$ cat src/zxula_macros.svh
`ifndef ZXULA_MACROS_SVH
`define ZXULA_MACROS_SVH

// active screen in pixels and lines
`define ZX_H_AREA        (256)
`define ZX_V_AREA        (192)

// pixel pipeline delay from fetch to output
`define ZX_SCREEN_DELAY  (8)

// pentagon raster segments
`define ZX_PENT_H_LBORDER (64)
`define ZX_PENT_H_RBORDER (64)
`define ZX_PENT_H_BLANK1  (8)
`define ZX_PENT_H_SYNC    (33)
`define ZX_PENT_H_BLANK2  (23)
`define ZX_PENT_V_BBORDER (56)
`define ZX_PENT_V_SYNC    (8)
`define ZX_PENT_V_TBORDER (64)

// spectrum 128 raster segments
`define ZX_S128_H_LBORDER (40)
`define ZX_S128_H_RBORDER (56)
`define ZX_S128_H_BLANK1  (28)
`define ZX_S128_H_SYNC    (33)
`define ZX_S128_H_BLANK2  (43)
`define ZX_S128_V_BBORDER (56)
`define ZX_S128_V_SYNC    (8)
`define ZX_S128_V_TBORDER (55)

`define ZX_PENT_H_TOTAL (`ZX_H_AREA + `ZX_PENT_H_RBORDER + `ZX_PENT_H_BLANK1 + \
	`ZX_PENT_H_SYNC + `ZX_PENT_H_BLANK2 + `ZX_PENT_H_LBORDER)
`define ZX_PENT_V_TOTAL (`ZX_V_AREA + `ZX_PENT_V_BBORDER + `ZX_PENT_V_SYNC + \
	`ZX_PENT_V_TBORDER)
`define ZX_S128_H_TOTAL (`ZX_H_AREA + `ZX_S128_H_RBORDER + `ZX_S128_H_BLANK1 + \
	`ZX_S128_H_SYNC + `ZX_S128_H_BLANK2 + `ZX_S128_H_LBORDER)
`define ZX_S128_V_TOTAL (`ZX_V_AREA + `ZX_S128_V_BBORDER + `ZX_S128_V_SYNC + \
	`ZX_S128_V_TBORDER)

// frame interrupt windows, line and pixel range
`define ZX_PENT_INT_V      (239)
`define ZX_PENT_INT_H_FROM (318)
`define ZX_PENT_INT_H_TO   (384)
`define ZX_S128_INT_V      (248)
`define ZX_S128_INT_H_FROM (0)
`define ZX_S128_INT_H_TO   (64)

`endif

$ cat src/zxula_pkg.sv
`default_nettype none

package zxula_pkg;

	// pixel column and line number
	typedef logic [8:0] hcount_t;
	typedef logic [8:0] vcount_t;

	// raster format selected by the board strap
	typedef enum logic {
		FMT_PENT = 1'b0,
		FMT_S128 = 1'b1
	} frame_fmt_e;

	typedef struct packed {
		logic g;
		logic r;
		logic b;
		logic i;
	} rgbi_t;

	// 16k ram bank number
	typedef logic [2:0] ram_page_t;

	typedef logic rom_bank_t;

endpackage

`default_nettype wire

$ cat src/raster_if.sv
`timescale 1ns/100ps
`default_nettype none

interface raster_if;
	zxula_pkg::hcount_t hc;
	zxula_pkg::vcount_t vc;
	// high on the second clk14 of a pixel
	logic ck7;
	logic [3:0] pix_phase;
	logic line_end;
	logic blank;
	logic hsync;
	logic vsync;
	logic screen_load;

	modport timer (output hc, vc, ck7, pix_phase, line_end, blank, hsync, vsync, screen_load);
	modport fetch (input hc, vc, ck7, pix_phase, line_end, blank, hsync, vsync, screen_load);
	modport decode (input hc, vc, ck7, pix_phase, line_end, blank, hsync, vsync, screen_load);
endinterface

`default_nettype wire

$ cat src/raster_timer.sv
`timescale 1ns/100ps
`default_nettype none
`include "zxula_macros.svh"

module raster_timer (
	input  logic                   clk14,
	input  logic                   rst_n,
	input  zxula_pkg::frame_fmt_e  fmt,
	raster_if.timer                rif,
	output logic                   n_int,
	output logic                   clkcpu
);

	// double rate column counter with the half pixel phase in bit 0
	logic [9:0] hc0;
	zxula_pkg::vcount_t vc;
	zxula_pkg::hcount_t hc;

	zxula_pkg::hcount_t h_total, hsync_from, hsync_to, hblank_from, hblank_to;
	zxula_pkg::hcount_t int_from, int_to;
	zxula_pkg::vcount_t v_total, vsync_from, vsync_to, int_v;
	logic frame_end;
	logic in_vsync;

	always_comb begin
		if (fmt == zxula_pkg::FMT_S128) begin
			h_total     = zxula_pkg::hcount_t'(`ZX_S128_H_TOTAL);
			hblank_from = zxula_pkg::hcount_t'(`ZX_H_AREA + `ZX_S128_H_RBORDER);
			hsync_from  = zxula_pkg::hcount_t'(`ZX_H_AREA + `ZX_S128_H_RBORDER + `ZX_S128_H_BLANK1);
			hsync_to    = hsync_from + zxula_pkg::hcount_t'(`ZX_S128_H_SYNC);
			hblank_to   = hsync_to + zxula_pkg::hcount_t'(`ZX_S128_H_BLANK2);
			v_total     = zxula_pkg::vcount_t'(`ZX_S128_V_TOTAL);
			vsync_from  = zxula_pkg::vcount_t'(`ZX_V_AREA + `ZX_S128_V_BBORDER);
			vsync_to    = vsync_from + zxula_pkg::vcount_t'(`ZX_S128_V_SYNC);
			int_v       = zxula_pkg::vcount_t'(`ZX_S128_INT_V);
			int_from    = zxula_pkg::hcount_t'(`ZX_S128_INT_H_FROM);
			int_to      = zxula_pkg::hcount_t'(`ZX_S128_INT_H_TO);
		end else begin
			h_total     = zxula_pkg::hcount_t'(`ZX_PENT_H_TOTAL);
			hblank_from = zxula_pkg::hcount_t'(`ZX_H_AREA + `ZX_PENT_H_RBORDER);
			hsync_from  = zxula_pkg::hcount_t'(`ZX_H_AREA + `ZX_PENT_H_RBORDER + `ZX_PENT_H_BLANK1);
			hsync_to    = hsync_from + zxula_pkg::hcount_t'(`ZX_PENT_H_SYNC);
			hblank_to   = hsync_to + zxula_pkg::hcount_t'(`ZX_PENT_H_BLANK2);
			v_total     = zxula_pkg::vcount_t'(`ZX_PENT_V_TOTAL);
			vsync_from  = zxula_pkg::vcount_t'(`ZX_V_AREA + `ZX_PENT_V_BBORDER);
			vsync_to    = vsync_from + zxula_pkg::vcount_t'(`ZX_PENT_V_SYNC);
			int_v       = zxula_pkg::vcount_t'(`ZX_PENT_INT_V);
			int_from    = zxula_pkg::hcount_t'(`ZX_PENT_INT_H_FROM);
			int_to      = zxula_pkg::hcount_t'(`ZX_PENT_INT_H_TO);
		end
	end

	assign hc = hc0[9:1];
	// last clk14 of the line is 2*h_total-1
	assign rif.line_end = (hc0 == {h_total - 9'd1, 1'b1});
	assign frame_end = (vc == v_total - 9'd1);

	always_ff @(posedge clk14 or negedge rst_n) begin
		if (!rst_n) begin
			hc0 <= '0;
			vc <= '0;
		end else if (rif.line_end) begin
			hc0 <= '0;
			vc <= frame_end ? 9'd0 : vc + 9'd1;
		end else begin
			hc0 <= hc0 + 10'd1;
		end
	end

	assign in_vsync = (vc >= vsync_from) && (vc < vsync_to);

	assign rif.hc = hc;
	assign rif.vc = vc;
	assign rif.ck7 = hc0[0];
	assign rif.pix_phase = hc0[3:0];
	assign rif.hsync = (hc >= hsync_from) && (hc < hsync_to);
	assign rif.vsync = in_vsync;
	assign rif.blank = in_vsync || ((hc >= hblank_from) && (hc < hblank_to));
	// fetch runs one clk14 ahead, so the line end primes the first column
	assign rif.screen_load = (vc < 9'(`ZX_V_AREA)) && ((hc < 9'(`ZX_H_AREA)) || rif.line_end);

	always_ff @(posedge clk14 or negedge rst_n) begin
		if (!rst_n)
			n_int <= 1'b1;
		else
			n_int <= !((vc == int_v) && (hc >= int_from) && (hc < int_to));
	end

	// cpu clock toggles every pixel on the falling edge
	always_ff @(negedge clk14 or negedge rst_n) begin
		if (!rst_n)
			clkcpu <= 1'b0;
		else
			clkcpu <= hc[0];
	end

	// vsync may only move at a line boundary
	a_vsync_on_line: assert property (@(posedge clk14) disable iff (!rst_n)
		(rif.vsync != $past(rif.vsync)) |-> $past(rif.line_end));

	a_hc_range: assert property (@(posedge clk14) disable iff (!rst_n)
		hc < h_total);

endmodule

`default_nettype wire

$ cat src/screen_fetch.sv
`timescale 1ns/100ps
`default_nettype none
`include "zxula_macros.svh"

module screen_fetch (
	input  logic              clk14,
	input  logic              rst_n,
	raster_if.fetch           rif,
	input  logic              cpu_busy,
	input  logic [7:0]        vram_data,
	input  logic [2:0]        border,
	output logic              screen_read,
	output logic [13:0]       screen_addr,
	output zxula_pkg::rgbi_t  rgbi,
	output logic              hsync,
	output logic              vsync,
	output logic              csync
);

	logic [7:0] bitmap, attr;
	logic [7:0] bitmap_next, attr_next;
	logic [13:0] bitmap_addr, attr_addr;
	logic attr_read, bitmap_read;
	logic screen_show, screen_update;
	logic [2:0] colour;

	// bitmap rows are interleaved in thirds, attributes are linear from 1800h
	assign bitmap_addr = {1'b0, rif.vc[7:6], rif.vc[2:0], rif.vc[5:3], rif.hc[7:3]};
	assign attr_addr = {4'b0110, rif.vc[7:3], rif.hc[7:3]};
	assign screen_addr = rif.ck7 ? bitmap_addr : attr_addr;

	assign attr_read = screen_read && !rif.ck7;
	assign bitmap_read = screen_read && rif.ck7;

	// window in which shifted screen pixels reach the output
	assign screen_show = (rif.vc < 9'(`ZX_V_AREA)) &&
		(rif.hc >= 9'(`ZX_SCREEN_DELAY - 1)) &&
		(rif.hc < 9'(`ZX_H_AREA + `ZX_SCREEN_DELAY - 1));
	// last half pixel of each 8 pixel group
	assign screen_update = (rif.vc < 9'(`ZX_V_AREA)) && (rif.hc != 9'd0) &&
		(rif.hc <= 9'(`ZX_H_AREA)) && (rif.pix_phase == 4'he);

	always_ff @(posedge clk14 or negedge rst_n) begin
		if (!rst_n)
			screen_read <= 1'b0;
		else
			screen_read <= rif.screen_load && !cpu_busy;
	end

	always_ff @(posedge clk14) begin
		if (attr_read)
			attr_next <= vram_data;
		if (bitmap_read)
			bitmap_next <= vram_data;
	end

	always_ff @(posedge clk14 or negedge rst_n) begin
		if (!rst_n) begin
			attr <= '0;
			bitmap <= '0;
		end else begin
			// border shows as paper with bright off
			if (!screen_show)
				attr <= {2'b00, border, 3'b000};
			else if (screen_update)
				attr <= attr_next;

			if (screen_update)
				bitmap <= bitmap_next;
			else if (rif.ck7)
				bitmap <= {bitmap[6:0], 1'b0};
		end
	end

	// ink for a set bit, paper otherwise
	assign colour = bitmap[7] ? attr[2:0] : attr[5:3];

	always_ff @(posedge clk14 or negedge rst_n) begin
		if (!rst_n) begin
			rgbi <= '0;
			hsync <= 1'b0;
			vsync <= 1'b0;
			csync <= 1'b1;
		end else if (rif.ck7) begin
			if (rif.blank) begin
				rgbi <= '0;
			end else begin
				rgbi.g <= colour[2];
				rgbi.r <= colour[1];
				rgbi.b <= colour[0];
				rgbi.i <= attr[6] & (|colour);
			end
			hsync <= rif.hsync;
			vsync <= rif.vsync;
			csync <= ~(rif.hsync ^ rif.vsync);
		end
	end

	// screen reads only come from the active rows
	a_read_in_window: assert property (@(posedge clk14) disable iff (!rst_n)
		screen_read |-> ($past(rif.vc) < 9'(`ZX_V_AREA)));

endmodule

`default_nettype wire

$ cat src/io_ports.sv
`timescale 1ns/100ps
`default_nettype none

module io_ports (
	input  logic                  clk14,
	input  logic                  rst_n,
	input  logic                  a15,
	input  logic                  a14,
	input  logic                  a13,
	input  logic                  a1,
	input  logic                  a0,
	input  logic                  n_iorq,
	input  logic                  n_rd,
	input  logic                  n_wr,
	input  logic [7:0]            data_in,
	input  logic [4:0]            kd,
	input  logic                  tape_in,
	output logic [7:0]            data_out,
	output logic                  data_oe,
	output logic [2:0]            border,
	output logic                  beeper,
	output logic                  tape_out,
	output logic                  snd,
	output zxula_pkg::ram_page_t  ram_page,
	output logic                  vbank,
	output zxula_pkg::rom_bank_t  rom_bank
);

	logic port_fe_cs, port_7ffd_cs;
	logic [4:0] port_fe;
	logic [5:0] port_7ffd;
	logic lock_7ffd;
	logic [8:0] snd_acc;

	assign port_fe_cs = !n_iorq && !a0;
	assign port_7ffd_cs = !n_iorq && !a1 && !a15 && (a14 || a13);
	assign lock_7ffd = port_7ffd[5];

	always_ff @(posedge clk14 or negedge rst_n) begin
		if (!rst_n) begin
			port_fe <= '0;
			port_7ffd <= '0;
			data_oe <= 1'b0;
		end else begin
			if (port_fe_cs && !n_wr)
				port_fe <= data_in[4:0];
			// paging freezes once the lock bit is set
			if (port_7ffd_cs && !n_wr && !lock_7ffd)
				port_7ffd <= data_in[5:0];
			data_oe <= port_fe_cs && !n_rd;
		end
	end

	assign data_out = data_oe ? {1'b1, tape_in, 1'b1, kd} : 8'h00;

	assign border = port_fe[2:0];
	assign beeper = port_fe[4];
	assign tape_out = port_fe[3] ^ tape_in;

	assign ram_page = port_7ffd[2:0];
	assign vbank = port_7ffd[3];
	assign rom_bank = port_7ffd[4];

	// first order sigma-delta, carry out is the 1-bit sound
	always_ff @(posedge clk14 or negedge rst_n) begin
		if (!rst_n) begin
			snd_acc <= '0;
			snd <= 1'b0;
		end else begin
			{snd, snd_acc} <= {1'b0, snd_acc} + {3'b000, beeper, tape_out, tape_in, 4'b0000};
		end
	end

endmodule

`default_nettype wire

$ cat src/memory_map.sv
`timescale 1ns/100ps
`default_nettype none

module memory_map (
	input  logic                  clk14,
	input  logic                  rst_n,
	input  logic                  a15,
	input  logic                  a14,
	input  logic                  a13,
	input  logic [12:0]           cpu_addr_lo,
	input  logic                  n_mreq,
	input  logic                  n_rfsh,
	input  logic                  n_rd,
	input  logic                  n_wr,
	input  zxula_pkg::ram_page_t  ram_page,
	input  logic                  vbank,
	input  zxula_pkg::rom_bank_t  rom_bank,
	input  logic                  screen_read,
	input  logic [13:0]           screen_addr,
	output logic                  n_romcs,
	output logic                  n_vrd,
	output logic                  n_vwr,
	output logic [16:0]           vram_addr,
	output logic                  rom_a14
);

	logic n_romcs0, n_ramcs, n_vwr0;
	// bank and a13, the 8k half of the page
	logic [3:0] ram_a;
	zxula_pkg::ram_page_t page;
	logic mem_cycle;

	assign mem_cycle = !n_mreq && n_rfsh;

	// 4000h is bank 5, 8000h is bank 2, c000h follows #7ffd
	assign page = (a15 && a14) ? ram_page : {a14, a15, a14};

	always_ff @(posedge clk14 or negedge rst_n) begin
		if (!rst_n) begin
			n_romcs0 <= 1'b1;
			n_ramcs <= 1'b1;
			n_vwr0 <= 1'b1;
			ram_a <= '0;
		end else begin
			n_romcs0 <= !(mem_cycle && !a15 && !a14);
			n_ramcs <= !(mem_cycle && (a15 || a14));
			n_vwr0 <= !(mem_cycle && (a15 || a14)) || n_wr || screen_read;
			ram_a <= {page, a13};
		end
	end

	assign n_romcs = n_romcs0 | n_mreq;
	// screen fetch owns the vram read strobe while active
	assign n_vrd = (n_ramcs | n_rd) & ~screen_read;
	assign n_vwr = n_vwr0 | n_wr;

	// video bank is 5, or 7 with vbank set
	assign vram_addr = screen_read ? {1'b1, vbank, 1'b1, screen_addr} : {ram_a, cpu_addr_lo};
	assign rom_a14 = rom_bank;

	a_no_write_on_fetch: assert property (@(posedge clk14) disable iff (!rst_n)
		screen_read |-> n_vwr);

endmodule

`default_nettype wire

$ cat src/zx_ula.sv
`timescale 1ns/100ps
`default_nettype none

module zx_ula (
	input  logic        clk14,
	input  logic        rst_n,
	input  logic        timings_128,
	input  logic [15:0] a,
	input  logic [7:0]  data_in,
	output logic [7:0]  data_out,
	output logic        data_oe,
	input  logic        n_mreq,
	input  logic        n_iorq,
	input  logic        n_rd,
	input  logic        n_wr,
	input  logic        n_m1,
	input  logic        n_rfsh,
	input  logic [4:0]  kd,
	input  logic        tape_in,
	output logic [16:0] vram_addr,
	input  logic [7:0]  vram_data,
	output logic        n_vrd,
	output logic        n_vwr,
	output logic        n_romcs,
	output logic        rom_a14,
	output logic        n_int,
	output logic        clkcpu,
	output logic        r,
	output logic        g,
	output logic        b,
	output logic        i,
	output logic        hsync,
	output logic        vsync,
	output logic        csync,
	output logic        beeper,
	output logic        tape_out,
	output logic        snd
);

	logic [2:0] border;
	zxula_pkg::ram_page_t ram_page;
	logic vbank;
	zxula_pkg::rom_bank_t rom_bank;
	logic screen_read;
	logic [13:0] screen_addr;
	zxula_pkg::rgbi_t rgbi;
	logic cpu_busy;

	raster_if rif ();

	// any cpu bus cycle except refresh holds off the screen fetch
	assign cpu_busy = (!n_mreq && n_rfsh) || !n_iorq || !n_m1;

	assign r = rgbi.r;
	assign g = rgbi.g;
	assign b = rgbi.b;
	assign i = rgbi.i;

	raster_timer u_timer (
		.clk14  (clk14),
		.rst_n  (rst_n),
		.fmt    (zxula_pkg::frame_fmt_e'(timings_128)),
		.rif    (rif.timer),
		.n_int  (n_int),
		.clkcpu (clkcpu)
	);

	screen_fetch u_fetch (
		.clk14       (clk14),
		.rst_n       (rst_n),
		.rif         (rif.fetch),
		.cpu_busy    (cpu_busy),
		.vram_data   (vram_data),
		.border      (border),
		.screen_read (screen_read),
		.screen_addr (screen_addr),
		.rgbi        (rgbi),
		.hsync       (hsync),
		.vsync       (vsync),
		.csync       (csync)
	);

	io_ports u_io (
		.clk14    (clk14),
		.rst_n    (rst_n),
		.a15      (a[15]),
		.a14      (a[14]),
		.a13      (a[13]),
		.a1       (a[1]),
		.a0       (a[0]),
		.n_iorq   (n_iorq),
		.n_rd     (n_rd),
		.n_wr     (n_wr),
		.data_in  (data_in),
		.kd       (kd),
		.tape_in  (tape_in),
		.data_out (data_out),
		.data_oe  (data_oe),
		.border   (border),
		.beeper   (beeper),
		.tape_out (tape_out),
		.snd      (snd),
		.ram_page (ram_page),
		.vbank    (vbank),
		.rom_bank (rom_bank)
	);

	memory_map u_mem (
		.clk14       (clk14),
		.rst_n       (rst_n),
		.a15         (a[15]),
		.a14         (a[14]),
		.a13         (a[13]),
		.cpu_addr_lo (a[12:0]),
		.n_mreq      (n_mreq),
		.n_rfsh      (n_rfsh),
		.n_rd        (n_rd),
		.n_wr        (n_wr),
		.ram_page    (ram_page),
		.vbank       (vbank),
		.rom_bank    (rom_bank),
		.screen_read (screen_read),
		.screen_addr (screen_addr),
		.n_romcs     (n_romcs),
		.n_vrd       (n_vrd),
		.n_vwr       (n_vwr),
		.vram_addr   (vram_addr),
		.rom_a14     (rom_a14)
	);

endmodule

`default_nettype wire

$ cat config.mk
export PLATFORM = sky130hd
export DESIGN_NAME = zx_ula
export DESIGN_NICKNAME = d
export VERILOG_FILES = /design/src/zxula_pkg.sv /design/src/raster_if.sv /design/src/raster_timer.sv /design/src/screen_fetch.sv /design/src/io_ports.sv /design/src/memory_map.sv /design/src/zx_ula.sv
export VERILOG_INCLUDE_DIRS = /design/src
export SDC_FILE = /design/constraint.sdc
export NUM_CORES = 1
export LEC_CHECK = 0
export ABC_CLOCK_PERIOD_IN_PS = 6000
export BUFFER_PORTS_ARGS = -buffer_cell sky130_fd_sc_hd__buf_2
export CORE_UTILIZATION = 50
export DETAILED_ROUTE_END_ITERATION = 6
export PLACE_DENSITY = 0.83
export SLEW_MARGIN = 15
export SYNTH_ARGS = -nofsm -noshare
export SYNTH_HDL_FRONTEND = slang
export SYNTH_SLANG_ARGS = --single-unit
export TNS_END_PERCENT = 50
$ cat constraint.sdc
create_clock -name clk14 -period 6 [get_ports clk14]
set_clock_uncertainty 0.05 [all_clocks]
set_input_delay 0.9 -clock clk14 [delete_from_list [all_inputs] [get_ports clk14]]
set_output_delay 0.9 -clock clk14 [all_outputs]
set_load 0.05 [all_outputs]
==> results of run 1 <==
[state kept, by name (all words and copies together), names as in the netlist, 4 cells and up]
signal,cells
u_mem.ram_a,4
u_fetch.bitmap_next,8
u_timer.hc0,10
u_fetch.rgbi,4
u_fetch.bitmap,8
u_io.port_7ffd,6
u_fetch.attr_next,7
u_io.port_fe,5
u_timer.rif.vc,9
u_fetch.attr,7
u_io.snd_acc,5
[report_power, final]
part / total (mW) / internal [mW] / switching, mW
Sequential: 0.682 / 0.639 / 0.0429
Clock: 0.452 / 0.248 / 0.204
Combinational: 0.278 / 0.0997 / 0.178
Total: 1.41 / 0.986 / 0.425
[cells by family after synthesis]
family | after synthesis | share of synthesized area
AO/OA/AOI/OAI | 69 | 0.1090
AND/OR/NAND/NOR | 141 | 0.1623
buffers and inverters | 36 | 0.03770
flip-flops | 84 | 0.5140
XOR/XNOR | 12 | 0.02474
multiplexers | 33 | 0.08277
adder cells (fa/ha/maj) | 23 | 0.06951
[layout by cell type (no fill, tap or decap), types with 6 or more instances in the layout]
| cell | instances |
|---|---|
| a21oi_1 | 9 |
| and2_1 | 6 |
| buf_2 | 86 |
| clkbuf_8 | 10 |
| dfrtp_1 | 63 |
| edfxtp_1 | 15 |
| ha_1 | 22 |
| inv_1 | 22 |
| mux2_2 | 17 |
| mux2i_1 | 16 |
| nand2_1 | 40 |
| nand3_1 | 13 |
| nor2_1 | 37 |
| nor3_1 | 10 |
| o21ai_0 | 32 |
| xor2_1 | 7 |
[metrics by stage]
| step | power [mW] | area (µm²) |
|---|---|---|
| 6_report | 1.412 | 4970 |
| 5_1_grt | 1.472 | 4970 |
| 2_1_floorplan | 0.8810 | 4248 |
| 3_5_place_dp | 0.9690 | 4743 |
| 4_1_cts | 1.416 | 4970 |
| 3_3_place_gp | 0.9535 | 4743 |
[path summary, 6_finish.rpt]
path | endpoint | slack [ps]
setup / recovery | clkcpu | 1080
hold / removal | u_fetch.bitmap[1]$_DFFE_PN0P_ | 410
setup reg to reg | u_timer.clkcpu$_DFF_NN0_ | 2250
hold reg to reg | u_fetch.bitmap[1]$_DFFE_PN0P_ | 410
max in group asynchronous | u_timer.clkcpu$_DFF_NN0_ | 2580
min in group asynchronous | u_timer.rif.vc[3]$_DFFE_PN0N_ | 730
[per-layer routing]
metal / vias up / track usage / routed length (µm)
met5: - / 0 / 0
met1: 1647 / 0.3029 / 4091
met4: 0 / 0.09744 / 237
li1: 1572 / - / -
met2: 97 / 0.3762 / 4921
met3: 24 / 0.04369 / 387
[tightest hold or removal path: stages (launching register included)]
cell and delay (ps):
edfxtp_1 330, nand2_1 40, o21ai_0 50
[cell type report]
cell class | count | area share
clock buffer | 11 | 0.02845
clock inverter | 5 | 0.01712
inverter | 23 | 0.01737
multi-input combinational | 278 | 0.3832
sequential | 84 | 0.4393
tap | 105 | 0.02644
timing repair buffer | 87 | 0.08812
==> out/metrics.yaml, run 1 <==
synth_fp_nets: 468
maxCapViolCount: 0
grt_max_degree: 69
initial_utilization: 0.5170
grtUsageTotal: 0.2317
endpoint_kind: "output port"
status: "finished, final reports clean"
ff2ff_path_depth: 0
grt-ovfl-total: 0
clkLatencyLatePin_ps: 350
cts.clk_slew.worst_paths_ps: 80
syn2layout_area_growth_pct: 17.00
cp_slowest_cell: "dfrtn_1"
gp_congestion: 0.8547
fillers: 673
synthTopCellsByArea: "dfrtp_1 (37%), edfxtp_1 (11%), ha_1 (6.5%)"
ys_warn_count: 0
cts_made_buffers: 9
setup_ws_ps: 1083
slew_violations: 0
hp-class: "register to register"
dp.cells: 577
cp_top_family: "flip-flops"
setup_violations: 0
peakVddDrop_mv: 0.2618
first_global_vias: 3232
cts_buffer_depth: 2
synth-edff-count: 15
min-delay-start: "u_fetch.bitmap_next[1]$_DFFE_PP_"
fp.dieH_um: 94.17
path_buf_inv: 1
relSlewSlack: 0.3595
cts_tree: "yes"
netlist-cell-type-count: 57
final_cell_count_no_fill: 593
crit_type: "register to output port"
dpl_worst_slack_ps: 1436
netlist_top_cells_count: "dfrtp_1 (63), nand2_1 (40), nor2_1 (37), o21ai_0 (32)"
diodes: 0
via_per_inst: 5.632
wl_per_cell_um: 16.25
yosys.area.top_type: "dfrtp_1"
crit_arrival_ps: 3970
final_nets: 553
worst_slew_pin_slew_ps: 957.3
cp_num_cells: 1
drive_gt1_frac: 0.2725
antenna_found_initial: 0
syn_avg_cell_area_um2: 10.67
ctsHtreeMaxLevel: 3
yosysTopAreaCellShare: 0.3711
ys_seq_elements: 84
cellLeakagePower_nw: 2.187
core_um2: 8217
synthArstFlopShare: 0.8214
hold-path-cell-count: 2
critPathMaxStageDelay_ps: 380
rows: 33
first_pass_iters: 4
totalWireLength_um: 9637
pwr_density_cell_nw_per_um2: 284.0
hold_viol: 0
cp.required_ps: 5050
die_area_um2: 8868
ys_seq_area_frac: 0.5140
reg2reg_from: "u_timer.hc0[1]$_DFF_PN0_"
cts_resized: 0
rsz0062_at_grt: "no"
crit_start: "u_timer.clkcpu$_DFF_NN0_"
worst_hold_slack_ps: 407.7
die_w_um: 94.17
post-route-util: 0.6048
postSynthCellCount: 398
synth_ff_type: "dfrtp_1"
vias: 3340
post-cts-setup-buffer-count: 0
route.detailed.drc: 0
synth.most_common_cell: "dfrtp_1"
port_buffers: 86
cts-root-buf: "clkbuf_8"
antenna_left: 0
cp_max_fo: 1
seq_area_um2: 2183
cts_sinks: 84
path_cells: "buf_2"
multi_input_area_um2: 1904
netlist_area_um2: 4248
drt_iter0_drc: 257
ctsHoldBuffers: 0
grt_first_pass_wirelength_um: 15750
ioPinCount: 89
worst_setup_path_start_kind: "register"
fin_tns_setup_ps: 0
hpwl_um: 7010
Note: power is estimated with default switching activity, not from simulation.
==> run 2: changes to the inputs <==
Settings changed: ABC_CLOCK_PERIOD_IN_PS 6000 to 4000, CORE_UTILIZATION 50 to 49, PLACE_DENSITY 0.83 to 0.85.
Clock period 6 ns to 4 ns, I/O delays scaled along.
==> out/metrics.yaml, run 2 (synthesis gave the netlist of run 1 again) <==
status: "finished, final reports clean"
drt_iter0_drc: 220  # -14%
initial_utilization: 0.5118  # -0.005144
cp.required_ps: 3350  # -1700 ps
grt_max_degree: 69  # unchanged
largest_reg_flops: 10  # unchanged
worst_slew_pin_slew_ps: 973.7  # +16.39 ps
cts_sinks: 84  # unchanged
drive_gt1_frac: 0.2776  # +0.005010
die_area_um2: 9045  # +2.0%
ioPinCount: 89  # unchanged
cp_top_family: "flip-flops"
critPathMaxStageDelay_ps: 380  # about the same
final_cell_count_no_fill: 595  # +0.34%
min-delay-start: "a[13]"
hp-class: "input pin to register"
rows: 33  # unchanged
relSlewSlack: 0.3485  # -0.01097
cellLeakagePower_nw: 2.196  # +0.43%
ff2ff_path_depth: 6  # +6
place_area_um2: 4758  # +0.32%
grt_first_pass_wirelength_um: 15340  # -2.6%
core_um2: 8299  # +1.0%
cts_resized: 0  # unchanged
totalWireLength_um: 9701  # +0.66%
worst_hold_slack_ps: 339.3  # -68.43 ps
design_area_um2: 4982  # +0.25%
min_to: "u_mem.ram_a[0]$_DFF_PN0_"
cts_made_buffers: 9  # unchanged
peakVddDrop_mv: 0.3290  # +26%
antenna_found_initial: 0  # unchanged
gp_congestion: 0.8359  # -2.2%
final_common_cell: "buf_2"
pwr_density_cell_nw_per_um2: 416.9  # +47%
die_w_um: 95.11  # +0.99%
reg2reg_slack_ps: 1140  # -1110 ps
largest_register: "u_timer.hc0"
final_nets: 555  # +0.36%
top_regs: "u_timer.hc0: 10 flops, u_timer.rif.vc: 9 flops"
fillers: 646  # -4.0%
endpoint_kind: "output port"
port_buffers: 86  # unchanged
multi_input_area_um2: 1904  # unchanged
cts_buffer_depth: 2  # unchanged
cp_max_fo: 1  # unchanged
cts_tree: "yes"
cts-root-buf: "clkbuf_8"
slew_violations: 0  # unchanged
vias: 3355  # +0.45%
reg2reg_from: "u_timer.hc0[0]$_DFF_PN0_"
setup_violations: 0  # unchanged
grtUsageTotal: 0.2266  # -0.005069
dp.cells: 579  # +0.35%
final_cell_mix: "buf_2 (86), dfrtp_1 (63), nand2_1 (40)"
first_global_vias: 3076  # -4.8%
syn2layout_area_growth_pct: 17.29
reg2reg_to: "u_fetch.attr[5]$_DFFE_PN0P_"
hold_viol: 0  # unchanged
hold-path-cell-count: 1  # -1
maxCapViolCount: 0  # unchanged
first_pass_iters: 5  # +1
grt-ovfl-total: 0  # unchanged
hpwl_um: 6810  # -2.8%
clkLatencyLatePin_ps: 350  # about the same
path_cells: "buf_2"
ctsHtreeMaxLevel: 3  # unchanged
ctsHoldBuffers: 0  # unchanged
worst_setup_path_start_kind: "register"
antenna_left: 0  # unchanged
crit_arrival_ps: 2970  # -1000 ps
fin_tns_setup_ps: 0  # unchanged
via_per_inst: 5.639  # +0.11%
wl_per_cell_um: 16.30  # +0.33%
diodes: 0  # unchanged
cts.clk_slew.worst_paths_ps: 90  # about the same
total_power_mw: 2.077  # +47%
post-cts-setup-buffer-count: 0  # unchanged
rsz0062_at_grt: "no"
seq_area_um2: 2183  # unchanged
crit_type: "register to output port"
fp.dieH_um: 95.11  # +0.99%
path_buf_inv: 1  # unchanged
route.detailed.drc: 0  # unchanged
cp_slowest_cell: "dfrtn_1"
## run 2: cell type report
class	count	area share
clock buffer	11	0.03491
clock inverter	5	0.01005
inverter	23	0.01733
multi-input combinational	278	0.3822
sequential	84	0.4382
tap	105	0.02637
timing repair buffer	89	0.09091
## run 2: report_power, final
group	internal [mW]	leakage (nW)	switching [mW]	total, mW
Combinational	0.149	1.10	0.267	0.416
Sequential	0.959	0.985	0.0638	1.02
Clock	0.312	0.110	0.327	0.639
## run 2: worst register-to-register path: stages, from the launching register on
cell and delay, ps:
dfrtp_1 710, clkinv_1 170, ha_1 190, nand4b_1 380, nor2_1 890, and3_1 290
a221o_1 120
## run 2: worst max path at each step
stage	cells past startpoint	slack [ps]	from	to
floorplan	0	700	u_timer.clkcpu$_DFF_NN0_	clkcpu
global placement	1	740	u_timer.clkcpu$_DFF_NN0_	clkcpu
detailed placement	1	730	u_timer.clkcpu$_DFF_NN0_	clkcpu
CTS	1	360	u_timer.clkcpu$_DFF_NN0_	clkcpu
global route	1	330	u_timer.clkcpu$_DFF_NN0_	clkcpu
finish	1	380	u_timer.clkcpu$_DFF_NN0_	clkcpu
## run 2: per-stage QoR
stage / worst slack [ps] / util
3_5_place_dp: 730.2 / 0.5733
6_report: 378.6 / 0.6003
4_1_cts: 358.1 / 0.6003
2_1_floorplan: 698.8 / -
3_3_place_gp: 736.8 / 0.5733
5_1_grt: 334.9 / 0.6003
## run 2: layer usage
metal / track usage / routed length, µm
met4: 0.08333 / 154
met1: 0.3015 / 4035
met5: 0 / 0
met2: 0.3631 / 4897
met3: 0.05104 / 614
==> run 3: changes to the inputs <==
Settings changed: ABC_AREA set to 1, CORE_UTILIZATION 49 to 50.
==> out/metrics.yaml, run 3 <==
core_um2: 8721  # +5.1%
netlist_top_cells_count: "nand2_1 (133), inv_1 (68), dfrtp_1 (63), nand3_1 (57), nor2_1 (45)"
cts_tree: "yes"
initial_utilization: 0.5152  # +0.003373
cts_buffer_depth: 2  # unchanged
antenna_found_initial: 0  # unchanged
die_area_um2: 9369  # +3.6%
diodes: 0  # unchanged
ys_seq_elements: 84  # unchanged
crit_type: "register to output port"
p_int_mw: 1.319  # -7.1%
p_sw_uw: 566.5  # -14%
crit_arrival_ps: 2980  # about the same
largest_register: "u_timer.hc0"
power_frac_seq: 0.504  # +0.012
ioPinCount: 89  # unchanged
endpoint_kind: "output port"
largest_reg_flops: 10  # unchanged
ys_warn_count: 0  # unchanged
ctsHtreeMaxLevel: 3  # unchanged
worst_slew_pin_slew_ps: 862.2  # -111.4 ps
wl_per_cell_um: 13.79  # -15%
seq_area_um2: 2183  # unchanged
port_buffers: 86  # unchanged
netlist_area_um2: 4493  # +5.8%
peakVddDrop_mv: 0.2214  # -33%
hp-class: "input pin to register"
drt_iter0_drc: 173  # -21%
final_cell_mix: "nand2_1 (133), buf_2 (86), inv_1 (68)"
grt-ovfl-total: 0  # unchanged
syn_avg_cell_area_um2: 8.320  # -22%
path_buf_inv: 1  # unchanged
synthTopCellsByArea: "dfrtp_1 (35%), nand2_1 (11%), edfxtp_1 (10%)"
cellLeakagePower_nw: 2.767  # +26%
pwr_density_cell_nw_per_um2: 364.4  # -13%
cp.required_ps: 3350  # about the same
final_nets: 692  # +25%
hold_viol: 0  # unchanged
yosysTopAreaCellShare: 0.3509  # -0.02026
synth.most_common_cell: "nand2_1"
critPathMaxStageDelay_ps: 390  # about the same
via_per_inst: 5.295  # -6.1%
synth_fp_nets: 610  # +30%
path_cells: "buf_2"
first_global_vias: 3754  # +22%
clockPowerShare: 0.336  # +0.028
hpwl_um: 7440  # +9.2%
status: "finished, final reports clean"
cp_max_fo: 1  # unchanged
gp_congestion: 0.9168  # +9.7%
first_pass_iters: 5  # unchanged
rsz0062_at_grt: "no"
antenna_left: 0  # unchanged
synthArstFlopShare: 0.8214  # unchanged
yosys.area.top_type: "dfrtp_1"
cp_slowest_cell: "dfrtn_1"
postSynthCellCount: 540  # +36%
fin_tns_setup_ps: 0  # unchanged
cp_top_family: "flip-flops"
multi_input_area_um2: 1934  # +1.6%
comb_power_share: 0.160  # -0.040
synth_ff_type: "dfrtp_1"
clkLatencyLatePin_ps: 360  # about the same
drive_gt1_frac: 0.1994  # -0.07819
setup_violations: 0  # unchanged
totalWireLength_um: 10140  # +4.5%
cts-root-buf: "clkbuf_8"
slew_violations: 0  # unchanged
cts_made_buffers: 9  # unchanged
synth-edff-count: 15  # unchanged
grt_max_degree: 69  # unchanged
relSlewSlack: 0.4252  # +0.07668
cts_sinks: 84  # unchanged
cts_resized: 0  # unchanged
top_regs: "u_timer.hc0: 10 flops, u_timer.rif.vc: 9 flops"
netlist-cell-type-count: 42  # -26%
route.detailed.drc: 0  # unchanged
swShare: 0.3005  # -0.01620
maxCapViolCount: 0  # unchanged
die_w_um: 96.80  # +1.8%
grt_first_pass_wirelength_um: 17080  # +11%
total_power_mw: 1.885  # -9.2%
syn2layout_area_growth_pct: 15.15
ys_seq_area_frac: 0.4859  # -0.02805
worst_setup_path_start_kind: "register"
post-cts-setup-buffer-count: 0  # unchanged
grtUsageTotal: 0.2272  # +0.0005714
final_common_cell: "nand2_1"
ctsHoldBuffers: 0  # unchanged
post-route-util: 0.5933  # -0.007075
rows: 34  # +3.0%
fp.dieH_um: 96.80  # +1.8%
cts.clk_slew.worst_paths_ps: 80  # about the same
fillers: 755  # +17%
vias: 3892  # +16%
## run 3: changes by cell type after synthesis, sizes merged, moves of 6 or more
cell	previous run	this run
mux2i	16	0
and2	6	0
nand2	40	138
a21oi	9	19
nand4	3	13
inv	22	70
clkbuf	1	7
nand3	14	57
nor2	37	47
mux2	17	0
## run 3: final cells by class
type / instances / share of cell area
well taps: 108 / 0.02612
flip-flops and latches: 84 / 0.4220
clock inverters: 7 / 0.01572
clock buffers: 9 / 0.02394
repair buffers: 87 / 0.08464
multi-input cells: 368 / 0.3739
inverters: 72 / 0.05369
## run 3: cells by family (layout without fill, tap and decap cells)
family / after synthesis / in the layout / synth area share
adder cells (fa/ha/maj): 23 / 23 / 0.06572
flip-flops: 84 / 84 / 0.4859
AND/OR/NAND/NOR: 271 / 271 / 0.2671
AO/OA/AOI/OAI: 63 / 63 / 0.07630
XOR/XNOR: 11 / 11 / 0.02144
buffers and inverters: 88 / 175 / 0.08354
## run 3: through the flow
step | setup WS (ps) | area, µm² | hold slack (ps) | std cells
floorplan | 698.8 | 4493 | 254.4 | 540
global placement | 729.7 | 4969 | 397.3 | 719
detailed placement | 723.9 | 4969 | 400.1 | 719
CTS | 349.3 | 5174 | 305.0 | 735
global route | 336.2 | 5174 | 309.0 | 735
finish | 366.0 | 5174 | 318.4 | 735
## run 3: routing by layer
metal	share of wire	track usage	wire length, µm	vias to the layer above
li1	-	-	-	1910
met1	0.42	0.2942	4295	1807
met2	0.49	0.3700	4972	153
met3	0.062	0.03685	629	22
met4	0.023	0.1148	238	0
met5	0	0	0	-
## run 3: power groups by stage
stage	sequential, mW	clock [mW]	combinational [mW]
floorplan	0.994	0	0.177
global placement	0.965	0	0.291
detailed placement	0.966	0	0.307
CTS	0.950	0.644	0.307
global route	0.956	0.683	0.333
finish	0.950	0.633	0.302
## run 3: path summary, 6_finish.rpt
kind                                                   from                            end  slack, ps  cells after the start
hold / removal                                        a[13]       u_mem.ram_a[0]$_DFF_PN0_        320                      1
max in group asynchronous                             rst_n       u_timer.clkcpu$_DFF_NN0_       1840                      1
hold reg to reg            u_fetch.bitmap_next[0]$_DFFE_PP_  u_fetch.bitmap[0]$_DFFE_PN0P_        410                      2
setup / recovery                   u_timer.clkcpu$_DFF_NN0_                         clkcpu        370                      1
min in group asynchronous                             rst_n  u_timer.rif.vc[5]$_DFFE_PN0N_        480                      2
setup reg to reg                   u_timer.hc0[1]$_DFF_PN0_       u_timer.clkcpu$_DFF_NN0_       1270                      0
